$ cat src/verilog/lcd_timing_pkg.sv
package lcd_timing_pkg;

  // counter width, large enough for the 15 ms power-on wait at 50 MHz
  localparam int DELAY_W = 20;

  // strobe and per-write timing
  localparam int E_SETUP_CYCLES    = 2;
  localparam int E_HIGH_CYCLES     = 12;
  localparam int NIBBLE_GAP_CYCLES = 50;
  localparam int POST_WRITE_CYCLES = 2000;
  localparam int CLEAR_HOME_CYCLES = 82000;

  // power-on waits
  localparam int POWER_ON_CYCLES = 750000;
  localparam int WAKE1_CYCLES    = 205000;
  localparam int WAKE2_CYCLES    = 5000;
  localparam int WAKE3_CYCLES    = 2000;

  typedef enum logic [1:0] {
    DLY_POWER_ON,
    DLY_WAKE1,
    DLY_WAKE2,
    DLY_WAKE3
  } delay_sel_e;

  // nibble writer phases
  localparam logic [3:0] PH_IDLE      = 4'd0;
  localparam logic [3:0] PH_HI_SETUP  = 4'd1;
  localparam logic [3:0] PH_HI_STROBE = 4'd2;
  localparam logic [3:0] PH_GAP       = 4'd3;
  localparam logic [3:0] PH_LO_SETUP  = 4'd4;
  localparam logic [3:0] PH_LO_STROBE = 4'd5;
  localparam logic [3:0] PH_POST      = 4'd6;
  localparam logic [3:0] PH_LONG      = 4'd7;
  localparam logic [3:0] PH_ACK       = 4'd8;

endpackage

$ cat src/verilog/lcd_cmd_pkg.sv
package lcd_cmd_pkg;
  import lcd_timing_pkg::*;

  // configuration commands
  localparam logic [7:0] CMD_FUNCTION_SET = 8'h28;
  localparam logic [7:0] CMD_ENTRY_MODE   = 8'h06;
  localparam logic [7:0] CMD_DISPLAY_CTRL = 8'h0D;
  localparam logic [7:0] CMD_CLEAR        = 8'h01;

  // home is 0000_001x, bit 0 ignored by the panel
  localparam logic [6:0] HOME_OPCODE = 7'h01;

  // wake-up nibbles, sent on db alone
  localparam logic [3:0] WAKE_NIBBLE = 4'h3;
  localparam logic [3:0] BUS4_NIBBLE = 4'h2;

  localparam int SCRIPT_LEN = 12;
  localparam int FIFO_DEPTH = 16;

  // sequencer states
  localparam logic [2:0] SQ_RUN   = 3'd0;
  localparam logic [2:0] SQ_STEP  = 3'd1;
  localparam logic [2:0] SQ_IDLE  = 3'd2;
  localparam logic [2:0] SQ_FETCH = 3'd3;
  localparam logic [2:0] SQ_WRITE = 3'd4;

  typedef struct packed {
    logic       is_cmd;
    logic [7:0] data;
  } fifo_entry_t;

  // script step, tag bit on top in both views
  typedef struct packed {
    logic       is_wait;
    logic       nibble_only;
    logic       rs;
    logic [7:0] data;
  } script_write_t;

  typedef struct packed {
    logic       is_wait;
    logic [7:0] pad;
    delay_sel_e sel;
  } script_wait_t;

  typedef union packed {
    script_write_t wr;
    script_wait_t  dly;
  } script_step_u;

endpackage

$ cat src/verilog/lcd_write_if.sv
interface lcd_write_if;

  // four-phase request, fields held until ack falls
  logic       req;
  logic       ack;
  logic       rs;
  logic       nibble_only;
  logic [7:0] data;

  modport master (
    output req,
    output rs,
    output nibble_only,
    output data,
    input  ack
  );

  modport slave (
    input  req,
    input  rs,
    input  nibble_only,
    input  data,
    output ack
  );

endinterface

$ cat src/verilog/cmd_fifo.sv
module cmd_fifo
  import lcd_cmd_pkg::*;
#(
  parameter int DEPTH = FIFO_DEPTH
) (
  input  logic        clk,
  input  logic        rst,
  input  logic        push,
  input  fifo_entry_t push_entry,
  input  logic        pop,
  output fifo_entry_t pop_entry,
  output logic        empty,
  output logic        full
);

  localparam int PTR_W = $clog2(DEPTH);
  localparam int CNT_W = $clog2(DEPTH + 1);

  fifo_entry_t      mem [DEPTH];
  logic [PTR_W-1:0] head;
  logic [PTR_W-1:0] tail;
  logic [CNT_W-1:0] count;
  logic             do_push;
  logic             do_pop;

  function automatic logic [PTR_W-1:0] ptr_inc(input logic [PTR_W-1:0] p);
    return (p == PTR_W'(DEPTH - 1)) ? '0 : p + 1'b1;
  endfunction

  assign empty   = (count == '0);
  assign full    = (count == CNT_W'(DEPTH));
  assign do_push = push && !full;
  assign do_pop  = pop && !empty;

  always_ff @(posedge clk or posedge rst) begin
    if (rst) begin
      head  <= '0;
      tail  <= '0;
      count <= '0;
    end else begin
      if (do_push) begin
        tail <= ptr_inc(tail);
      end
      if (do_pop) begin
        head <= ptr_inc(head);
      end
      case ({do_push, do_pop})
        2'b10:   count <= count + 1'b1;
        2'b01:   count <= count - 1'b1;
        default: count <= count;
      endcase
    end
  end

  // storage, read data lands the cycle after pop
  always_ff @(posedge clk) begin
    if (do_push) begin
      mem[tail] <= push_entry;
    end
    if (do_pop) begin
      pop_entry <= mem[head];
    end
  end

  a_no_pop_empty: assert property (@(posedge clk) disable iff (rst) pop |-> !empty);

endmodule

$ cat src/verilog/delay_timer.sv
module delay_timer
  import lcd_timing_pkg::*;
(
  input  logic       clk,
  input  logic       rst,
  input  logic       req,
  input  delay_sel_e sel,
  output logic       ack
);

  logic [DELAY_W-1:0] cnt;
  logic [DELAY_W-1:0] load_cnt;
  logic               active;

  always_comb begin
    case (sel)
      DLY_POWER_ON: load_cnt = DELAY_W'(POWER_ON_CYCLES - 1);
      DLY_WAKE1:    load_cnt = DELAY_W'(WAKE1_CYCLES - 1);
      DLY_WAKE2:    load_cnt = DELAY_W'(WAKE2_CYCLES - 1);
      default:      load_cnt = DELAY_W'(WAKE3_CYCLES - 1);
    endcase
  end

  always_ff @(posedge clk or posedge rst) begin
    if (rst) begin
      cnt    <= '0;
      active <= 1'b0;
      ack    <= 1'b0;
    end else if (active) begin
      if (cnt == '0) begin
        active <= 1'b0;
        ack    <= 1'b1;
      end else begin
        cnt <= cnt - 1'b1;
      end
    end else if (ack) begin
      // hold until the requester lets go
      ack <= req;
    end else if (req) begin
      cnt    <= load_cnt;
      active <= 1'b1;
    end
  end

  a_sel_stable: assert property (@(posedge clk) disable iff (rst)
    $past(req) && req |-> sel == $past(sel));

endmodule

$ cat src/verilog/lcd_controller.sv
module lcd_controller
  import lcd_timing_pkg::*;
  import lcd_cmd_pkg::*;
(
  input  logic       clk,
  input  logic       rst,
  input  logic       en,
  input  logic       cmd,
  input  logic [7:0] data,
  output logic [3:0] db,
  output logic       lcd_e,
  output logic       lcd_rs,
  output logic       busy
);

  lcd_write_if wr_bus ();

  logic        fifo_push;
  logic        fifo_pop;
  logic        fifo_empty;
  logic        fifo_full;
  fifo_entry_t fifo_entry;
  fifo_entry_t fifo_head;
  logic        dly_req;
  logic        dly_ack;
  delay_sel_e  dly_sel;

  lcd_sequencer u_seq (
    .clk        (clk),
    .rst        (rst),
    .en         (en),
    .cmd        (cmd),
    .data       (data),
    .busy       (busy),
    .fifo_push  (fifo_push),
    .fifo_entry (fifo_entry),
    .fifo_pop   (fifo_pop),
    .fifo_head  (fifo_head),
    .fifo_empty (fifo_empty),
    .fifo_full  (fifo_full),
    .dly_req    (dly_req),
    .dly_sel    (dly_sel),
    .dly_ack    (dly_ack),
    .wr         (wr_bus.master)
  );

  // pending user writes
  cmd_fifo #(.DEPTH(FIFO_DEPTH)) u_fifo (
    .clk        (clk),
    .rst        (rst),
    .push       (fifo_push),
    .push_entry (fifo_entry),
    .pop        (fifo_pop),
    .pop_entry  (fifo_head),
    .empty      (fifo_empty),
    .full       (fifo_full)
  );

  delay_timer u_timer (
    .clk (clk),
    .rst (rst),
    .req (dly_req),
    .sel (dly_sel),
    .ack (dly_ack)
  );

  nibble_writer u_writer (
    .clk    (clk),
    .rst    (rst),
    .wr     (wr_bus.slave),
    .db     (db),
    .lcd_e  (lcd_e),
    .lcd_rs (lcd_rs)
  );

endmodule

$ cat src/verilog/lcd_sequencer.sv
module lcd_sequencer
  import lcd_timing_pkg::*;
  import lcd_cmd_pkg::*;
(
  input  logic         clk,
  input  logic         rst,
  input  logic         en,
  input  logic         cmd,
  input  logic [7:0]   data,
  output logic         busy,
  output logic         fifo_push,
  output fifo_entry_t  fifo_entry,
  output logic         fifo_pop,
  input  fifo_entry_t  fifo_head,
  input  logic         fifo_empty,
  input  logic         fifo_full,
  output logic         dly_req,
  output delay_sel_e   dly_sel,
  input  logic         dly_ack,
  lcd_write_if.master  wr
);

  logic [$clog2(SCRIPT_LEN)-1:0] step_idx;
  script_step_u                  step;
  logic [2:0]                    state;
  logic                          issue;
  logic                          last_step;

  function automatic script_step_u wait_step(input delay_sel_e sel);
    script_step_u s;
    s             = '0;
    s.dly.is_wait = 1'b1;
    s.dly.sel     = sel;
    return s;
  endfunction

  function automatic script_step_u write_step(input logic nib, input logic [7:0] b);
    script_step_u s;
    s                = '0;
    s.wr.nibble_only = nib;
    s.wr.data        = b;
    return s;
  endfunction

  //////////////////////////////////////////////////////////////////////
  // power-on and configuration script

  always_comb begin
    case (step_idx)
      4'd0:    step = wait_step(DLY_POWER_ON);
      4'd1:    step = write_step(1'b1, {WAKE_NIBBLE, 4'h0});
      4'd2:    step = wait_step(DLY_WAKE1);
      4'd3:    step = write_step(1'b1, {WAKE_NIBBLE, 4'h0});
      4'd4:    step = wait_step(DLY_WAKE2);
      4'd5:    step = write_step(1'b1, {WAKE_NIBBLE, 4'h0});
      4'd6:    step = wait_step(DLY_WAKE3);
      // switch the panel to the 4-bit bus
      4'd7:    step = write_step(1'b1, {BUS4_NIBBLE, 4'h0});
      4'd8:    step = write_step(1'b0, CMD_FUNCTION_SET);
      4'd9:    step = write_step(1'b0, CMD_ENTRY_MODE);
      4'd10:   step = write_step(1'b0, CMD_DISPLAY_CTRL);
      default: step = write_step(1'b0, CMD_CLEAR);
    endcase
  end

  assign last_step = (int'(step_idx) == SCRIPT_LEN - 1);
  assign issue     = (state == SQ_RUN) && !dly_ack && !wr.ack;

  always_ff @(posedge clk or posedge rst) begin
    if (rst) begin
      state    <= SQ_RUN;
      step_idx <= '0;
      dly_req  <= 1'b0;
      wr.req   <= 1'b0;
    end else begin
      case (state)
        SQ_RUN: begin
          if (issue) begin
            if (step.wr.is_wait) begin
              dly_req <= 1'b1;
            end else begin
              wr.req <= 1'b1;
            end
            state <= SQ_STEP;
          end
        end
        SQ_STEP: begin
          if ((dly_req && dly_ack) || (wr.req && wr.ack)) begin
            dly_req <= 1'b0;
            wr.req  <= 1'b0;
            if (last_step) begin
              state <= SQ_IDLE;
            end else begin
              step_idx <= step_idx + 1'b1;
              state    <= SQ_RUN;
            end
          end
        end
        // normal mode, one FIFO entry per write
        SQ_IDLE: begin
          if (fifo_pop) begin
            state <= SQ_FETCH;
          end
        end
        SQ_FETCH: begin
          wr.req <= 1'b1;
          state  <= SQ_WRITE;
        end
        SQ_WRITE: begin
          if (wr.ack) begin
            wr.req <= 1'b0;
            state  <= SQ_IDLE;
          end
        end
        default: state <= SQ_IDLE;
      endcase
    end
  end

  // request fields, held until the matching ack drops
  always_ff @(posedge clk) begin
    if (issue) begin
      dly_sel        <= step.dly.sel;
      wr.rs          <= step.wr.rs;
      wr.nibble_only <= step.wr.nibble_only;
      wr.data        <= step.wr.data;
    end else if (state == SQ_FETCH) begin
      wr.rs          <= !fifo_head.is_cmd;
      wr.nibble_only <= 1'b0;
      wr.data        <= fifo_head.data;
    end
  end

  //////////////////////////////////////////////////////////////////////
  // user side

  assign fifo_pop          = (state == SQ_IDLE) && !fifo_empty && !wr.ack;
  assign busy              = (state == SQ_RUN) || (state == SQ_STEP) || fifo_full;
  assign fifo_push         = en && !busy;
  assign fifo_entry.is_cmd = cmd;
  assign fifo_entry.data   = data;

  // write fields frozen from req rising until ack falls
  a_wr_fields_stable: assert property (@(posedge clk) disable iff (rst)
    (wr.req || wr.ack) && $past(wr.req || wr.ack) |->
      $stable({wr.rs, wr.nibble_only, wr.data}));

endmodule

$ cat src/verilog/nibble_writer.sv
module nibble_writer
  import lcd_timing_pkg::*;
  import lcd_cmd_pkg::*;
(
  input  logic       clk,
  input  logic       rst,
  lcd_write_if.slave wr,
  output logic [3:0] db,
  output logic       lcd_e,
  output logic       lcd_rs
);

  logic [3:0]         phase;
  logic [3:0]         next_phase;
  logic [DELAY_W-1:0] cnt;
  logic [DELAY_W-1:0] next_cnt;
  logic               clear_home;

  // clear and home need the long pause, commands only
  assign clear_home = !wr.rs && !wr.nibble_only &&
                      (wr.data == CMD_CLEAR || wr.data[7:1] == HOME_OPCODE);

  //////////////////////////////////////////////////////////////////////
  // phase sequencing

  always_comb begin
    next_phase = phase;
    next_cnt   = '0;
    case (phase)
      PH_IDLE: begin
        if (wr.req) begin
          next_phase = PH_HI_SETUP;
          next_cnt   = DELAY_W'(E_SETUP_CYCLES - 1);
        end
      end
      PH_HI_SETUP: begin
        next_phase = PH_HI_STROBE;
        next_cnt   = DELAY_W'(E_HIGH_CYCLES - 1);
      end
      PH_HI_STROBE: begin
        if (wr.nibble_only) begin
          next_phase = PH_POST;
          next_cnt   = DELAY_W'(POST_WRITE_CYCLES - 1);
        end else begin
          next_phase = PH_GAP;
          next_cnt   = DELAY_W'(NIBBLE_GAP_CYCLES - 1);
        end
      end
      PH_GAP: begin
        next_phase = PH_LO_SETUP;
        next_cnt   = DELAY_W'(E_SETUP_CYCLES - 1);
      end
      PH_LO_SETUP: begin
        next_phase = PH_LO_STROBE;
        next_cnt   = DELAY_W'(E_HIGH_CYCLES - 1);
      end
      PH_LO_STROBE: begin
        next_phase = PH_POST;
        next_cnt   = DELAY_W'(POST_WRITE_CYCLES - 1);
      end
      PH_POST: begin
        if (clear_home) begin
          next_phase = PH_LONG;
          next_cnt   = DELAY_W'(CLEAR_HOME_CYCLES - 1);
        end else begin
          next_phase = PH_ACK;
        end
      end
      PH_LONG: next_phase = PH_ACK;
      PH_ACK:  next_phase = wr.req ? PH_ACK : PH_IDLE;
      default: next_phase = PH_IDLE;
    endcase
  end

  // one counter, phase moves on when it runs out
  always_ff @(posedge clk or posedge rst) begin
    if (rst) begin
      phase <= PH_IDLE;
      cnt   <= '0;
    end else if (cnt == '0) begin
      phase <= next_phase;
      cnt   <= next_cnt;
    end else begin
      cnt <= cnt - 1'b1;
    end
  end

  //////////////////////////////////////////////////////////////////////
  // panel pins

  always_comb begin
    case (phase)
      PH_HI_SETUP, PH_HI_STROBE: db = wr.data[7:4];
      PH_LO_SETUP, PH_LO_STROBE: db = wr.data[3:0];
      default:                   db = 4'h0;
    endcase
  end

  assign lcd_e  = (phase == PH_HI_STROBE) || (phase == PH_LO_STROBE);
  assign lcd_rs = (phase != PH_IDLE) && wr.rs;
  assign wr.ack = (phase == PH_ACK);

  // nibble and rs already settled when the strobe rises, and held through it
  a_strobe_stable: assert property (@(posedge clk) disable iff (rst)
    lcd_e |-> wr.req && $stable(db) && $stable(lcd_rs));

endmodule
$ cat config.mk
export PLATFORM = sky130hd
export DESIGN_NAME = lcd_controller
export DESIGN_NICKNAME = d
export VERILOG_FILES = /design/src/verilog/lcd_timing_pkg.sv /design/src/verilog/lcd_cmd_pkg.sv /design/src/verilog/lcd_write_if.sv /design/src/verilog/cmd_fifo.sv /design/src/verilog/delay_timer.sv /design/src/verilog/lcd_controller.sv /design/src/verilog/lcd_sequencer.sv /design/src/verilog/nibble_writer.sv
export SDC_FILE = /design/constraint.sdc
export NUM_CORES = 1
export LEC_CHECK = 0
export ABC_AREA = 1
export BUFFER_PORTS_ARGS = -buffer_cell sky130_fd_sc_hd__buf_2
export CORE_MARGIN = 2
export CORE_UTILIZATION = 45
export DETAILED_ROUTE_END_ITERATION = 10
export RECOVER_POWER = 50
export SKIP_CTS_REPAIR_TIMING = 1
export SKIP_LAST_GASP = 1
export SLEW_MARGIN = 10
export SYNTH_ARGS = -nofsm -noshare
export SYNTH_HDL_FRONTEND = slang
export SYNTH_SLANG_ARGS = --single-unit
$ cat constraint.sdc
create_clock -name clk -period 3.3 [get_ports clk]
set_input_delay 0.495 -clock clk [delete_from_list [all_inputs] [get_ports clk]]
set_output_delay 0.495 -clock clk [all_outputs]
set_load 0.005 [all_outputs]
# == Word level (Yosys, flattened, before mapping) ==
# Memories as Yosys holds them, arrays and structs flattened. A register that Yosys moved wholly into a read port is not among the register bits.
# Cells that the tools add are included.
# totals
word_cells,152
in_bits,12
romBits,128
out_inout_bits,7
mem_bits_rw,144
regBits,80
memories,2
# mem_list
name,depth,word_bits,rd,rd_ports_with_merged_regs,write_ports,line_no,source
u_fifo.mem,16,9,1,1,1,cmd_fifo.sv:19,fifo_entry_t mem [DEPTH];
(name not given),16,8,1,0,0,lcd_sequencer.sv:49,case (step_idx)
# classes
eq_ne,32
n_bitwise,1
addsub,7
n_mux,48
n_reduce_logical,46
# ops
op,n
$pmux 20 s6,1
$mux 20,5
$pmux 20 s3,1
$logic_not 20->1,2
$sub 20x1->20 const B,2
$pmux 4 s9,1
$mux 1,20
$mux 4,5
$mux 17,1
$eq 4x3->1 const B,4
$eq 4x4->1 const B,4
$mux 8,2
$mux 3,5
$pmux 3 s5,1
$add 4x1->4 const B,3
$logic_and 1x1->1,12
$mux 11,1
$ne 2x1->1 const B,5
$ne 2x2->1 const B,5
$pmux 5 s2,1
$eq 4x2->1 const B,2
$eq 8x1->1 const B,1
$logic_not 1->1,8
$pmux 4 s2,1
26 further kinds,41

# == Longest topological paths before layout ==
# depth
word_depth,8
depth_mapped,15
depth_no_buf,15

# == Cells and area by module ==
# From an unflattened synthesis, not the netlist that was laid out.
# unflattened
cells_unflattened,1364
hier_area_um2,12014.0
# by_module_without_submodules
module,cells_per_inst,area_per_inst_um2,instances
cmd_fifo,712,7318.3,1
nibble_writer,267,1800.5,1
delay_timer,242,1611.5,1
lcd_sequencer,143,1283.7,1

# == Worst setup path after synthesis ==
# OpenSTA, ideal clock, no wires.
# synth_path
path_type,reg-to-reg
startpoint,reg u_seq.state[0]
endpoint,reg u_fifo.count[4]
period_less_slack_ps,2335
t_arrival_ps,2207
slack_ps,965
stages_incl_launch_ff,16
path_cell_list,dfrtp_1 > nor2_1 > nand2_1 > inv_1 > nand3_1 > inv_2 > ha_1 > inv_1 > fa_1 > inv_1 > nand2_1 > nand2_1 > a21oi_1 > xor2_1 > nand2_1 > o21ai_0
# synth_rtl
item,line_no,source
"start, declared",lcd_sequencer.sv:25,logic [2:0] state;
"start signal, assigned",lcd_sequencer.sv:71,state <= SQ_RUN;
"start signal, assigned",lcd_sequencer.sv:84,state <= SQ_STEP;
"start signal, assigned",lcd_sequencer.sv:92,state <= SQ_IDLE;
$eq 3x2->1 (*),lcd_sequencer.sv:137,assign fifo_pop = (state == SQ_IDLE) && !fifo_empty && !wr.ack;
$logic_and 1x1->1 (*) (2 in series),lcd_sequencer.sv:137,
$logic_and 1x1->1 (*),cmd_fifo.sv:33,assign do_pop = pop && !empty;
net u_fifo.do_pop,cmd_fifo.sv:24,logic do_pop;
$eq 2x1->1 / $eq 2x2->1 (equally long branches),cmd_fifo.sv:47,"case ({do_push, do_pop})"
$pmux 5 s2 / $reduce_bool 2->1 (equally long branches),--,
"end signal, assigned",cmd_fifo.sv:48,2'b10: count <= count + 1'b1;
"end signal, assigned",cmd_fifo.sv:49,2'b01: count <= count - 1'b1;
"end signal, assigned",cmd_fifo.sv:50,default: count <= count;
"end, declared",cmd_fifo.sv:22,logic [CNT_W-1:0] count;
# Mark *: on every way through the listed nets, which the timed path passes. The rest lies on a longest branch.
# A chain may end at the register's enable or synchronous reset.

# == Worst setup path in the final report ==
# layout_path
startpoint,reg u_writer.phase[1]
endpoint,reg u_fifo.count[4]
# layout_via
elab_chain_len,6
# layout_lines
item,line_no,source
"start, declared",nibble_writer.sv:13,logic [3:0] phase;
"start signal, assigned",nibble_writer.sv:81,phase <= next_phase;
$eq 4x4->1 (*),nibble_writer.sv:101,assign wr.ack = (phase == PH_ACK);
$logic_not 1->1 (*),lcd_sequencer.sv:137,
$logic_and 1x1->1 (*),lcd_sequencer.sv:137,
$logic_and 1x1->1 (*),cmd_fifo.sv:33,
net u_fifo.do_pop,cmd_fifo.sv:24,
$eq 2x1->1 / $eq 2x2->1 (equally long branches),cmd_fifo.sv:47,
$pmux 5 s2 / $reduce_bool 2->1 (equally long branches),--,
# Marked as above.

==> flow_summary.ini <==
[status]
run_status = finished, violations left
violations = capacitance limit, slew limit

[logic_synthesis]
ys.flop_type = edfxtp_1
synth_top_cell_by_area = edfxtp_1
synthTopCellsByCount = nand2_1 (192), nor2_1 (184), edfxtp_1 (165)
syn_area_per_cell_um2 = 9.96
synth_area_mm2 = 0.0110
yosysMostFrequentCell = nand2_1
synth_top_area_frac = 0.450
ys_ff_latch = 233
synth_edf_count = 165
async_reset_ff_frac = 0.292
synth_nets = 1139
synth_cell_types = 48
yosys_warnings = 0
synthCells = 1105
yosysSeqAreaShare = 0.605
synthTopCellsByArea = edfxtp_1 (45%), dfrtp_1 (15%), nand2_1 (6.6%)

[timing]
clock.fmax_mhz = 367
final_max_slew_viol_count = 69
tightest_slew_ps = 1780
rsz0062_at_grt = no
fin_worst_skew_ps = 29.0
timing.final.crit_share = 0.826
max_slew_margin = -0.185
hold_viol = 0
finalCriticalPeriod_ps = 2730
fin_tns_setup_ps = 0
setup_viol = 0

[finish]
num-fill-cells = 2176
nNetsFinal = 1157
antenna_cells = 0
areaGrowthSynthToFinish_pct = 10.9
layout-drive-gt1-share = 0.0927
stdcell_count = 1467

[floorplanning]
boundaryPins = 19
core_area_mm2 = 0.0242
die_h_um = 160
start_util = 0.455
rows = 57
die_x_um = 160
die-area_mm2 = 0.0257

[routing]
via_count = 7580
initialDrtViolationCount = 675
ant_nets = 0
wl_per_cell_um = 16.3
routed_wl_mm = 23.9
drc = 0
firstDrtPassIters = 5
viasPerCell = 5.17

[pwr]
pwr-share-comb = 0.008
p_sw_mw = 1.24
peakVddDrop_uv = 391
power.leakage_nw = 5.02
p_seq_frac = 0.509
intPower_mw = 4.92
clock_power_share = 0.483
sw_frac_of_total = 0.201
p_per_area_mw_per_mm2 = 505

[grt]
grt_pass1_wl_mm = 38.8
overflow = 0
grt_pass1_vias = 7214
antenna_found_initial = 0
track_usage = 0.188
grt_max_degree = 75

[place]
routabilityCongestion = 0.840
port-buffer-count = 18
dp.cells = 1419
dpl.hpwl_mm = 15.9

[clock_network]
cts_tree = done
cts_buffer_depth = 3
clk_latency_ps = 550
clkTransAtPathRegs_ps = 60
cts_root_buf = clkbuf_16
cts_buffers = 26
htreeDepth = 1
cts.sinks = 233

[worst_setup_path]
crit_slowest_cell = dfrtp_1
cp_cell_sequence = nor2_1 -> nand3_1 -> nand3_1 -> inv_2 -> ha_1 -> inv_1 -> fa_1 -> inv_1 -> nand2_1 -> nand2_1 -> a21oi_1 -> xor2_1 -> nand2_1 -> o21ai_0
critPathKind = reg2reg
reg2reg_setup_slack_ps = 570
crit_path_max_fanout = 18
critical_path.endpoint_type = register
path_common_cell = nand2_1
cp.arrival_ps = 3130
worstPathRequired_ps = 3700
start_kind = register
max_stage_delay_ps = 480

[hold_path]
hp-class = reg2reg

[run]
maxCapViolCount = 1
-- per-stage QoR --
step	setup slack [ps]	total power [mW]	utilization	area [µm²]	hold slack (ps)
global route	335	6.34	0.505	12200	483
CTS	702	6.23	0.507	12300	45.2
detailed placement	691	3.25	0.470	11400	470
finish	574	6.16	0.505	12200	480
global placement	751	3.25	0.470	11400	466
floorplan	965	3.21	-	11000	446
-- critical path, delay by kind of cell (launching register included) --
| kind | cells | cell delay (ps) |
|---|---|---|
| adder cells (fa/ha/maj) | 2 | 760 |
| AO/OA/AOI/OAI | 2 | 140 |
| flip-flops | 1 | 480 |
| AND/OR/NAND/NOR | 6 | 660 |
| XOR/XNOR | 1 | 140 |
| buffers and inverters | 3 | 430 |
-- metal layers --
metal / global-route usage / share of wire / wire length (µm) / up-vias
met4: 0.0438 / 0.018 / 432 / 0
met3: 0.0251 / 0.044 / 1040 / 33
met2: 0.295 / 0.46 / 10900 / 160
li1: - / - / - / 3798
met5: 0 / 0 / 0 / -
met1: 0.282 / 0.48 / 11500 / 3589
-- state kept, by name, indices dropped and copies added (netlist names) --
name,count
u_fifo.pop_entry,9
u_seq.state,3
u_seq.wr.data,8
u_timer.active,1
u_fifo.mem,144
u_seq.wr.req,1
u_seq.wr.nibble_only,1
u_fifo.head,4
u_timer.ack,1
u_writer.phase,4
u_timer.cnt,20
u_seq.wr.rs,1
u_seq.step_idx,4
u_seq.dly_sel,2
u_fifo.count,5
u_writer.cnt,20
u_fifo.tail,4
u_seq.dly_req,1
-- layout by cell type, fill, tap and decap left out, drive strengths merged, types with 16 or more instances in the layout --
master	count
clkbuf	39
edfxtp	165
nor2	202
xor2	16
o21ai	122
o22ai	23
inv	93
nand3	69
a21oi	21
dfrtp	68
ha	21
nand2	200
-- logic make-up (layout without fill, tap and decap cells) --
| logic type | Yosys count | after routing | share of synthesized area |
|---|---|---|---|
| compound gates | 195 | 195 | 0.0999 |
| simple gates | 501 | 501 | 0.201 |
| fa+ha+maj | 22 | 22 | 0.0257 |
| xor+xnor | 23 | 23 | 0.0183 |
| flops | 233 | 233 | 0.605 |
| buf+inv | 131 | 169 | 0.0504 |
-- power by group through the flow --
| stage | Sequential [mW] | Combinational, mW | Clock, mW |
|---|---|---|---|
| after floorplan | 3.19 | 0.0122 | 0 |
| after global placement | 3.19 | 0.0596 | 0 |
| after detailed placement | 3.19 | 0.0606 | 0 |
| after CTS | 3.13 | 0.0608 | 3.04 |
| after global routing | 3.13 | 0.0610 | 3.15 |
| final | 3.13 | 0.0523 | 2.98 |
-- worst paths after layout --
path                                   end               from  cells past startpoint
hold / removal              u_timer.cnt[0]     u_timer.cnt[0]                      1
setup reg to reg           u_fifo.count[4]  u_writer.phase[1]                     14
hold reg to reg             u_timer.cnt[0]     u_timer.cnt[0]                      1
setup / recovery           u_fifo.count[4]  u_writer.phase[1]                     14
max in group asynchronous   u_fifo.head[0]                rst                      3
min in group asynchronous  u_fifo.count[0]                rst                      3
-- cell type report --
| type | count | area, µm² | area share |
|---|---|---|---|
| Clock buffer | 29 | 672 | 0.0551 |
| Clock inverter | 19 | 220 | 0.0180 |
| Multi-Input combinational cell | 741 | 3760 | 0.308 |
| Tap cell | 324 | 405 | 0.0332 |
| Sequential cell | 233 | 6660 | 0.546 |
| Inverter | 96 | 362 | 0.0296 |
| Timing Repair Buffer | 25 | 129 | 0.0106 |
Note: power is estimated with default switching activity, not from simulation.
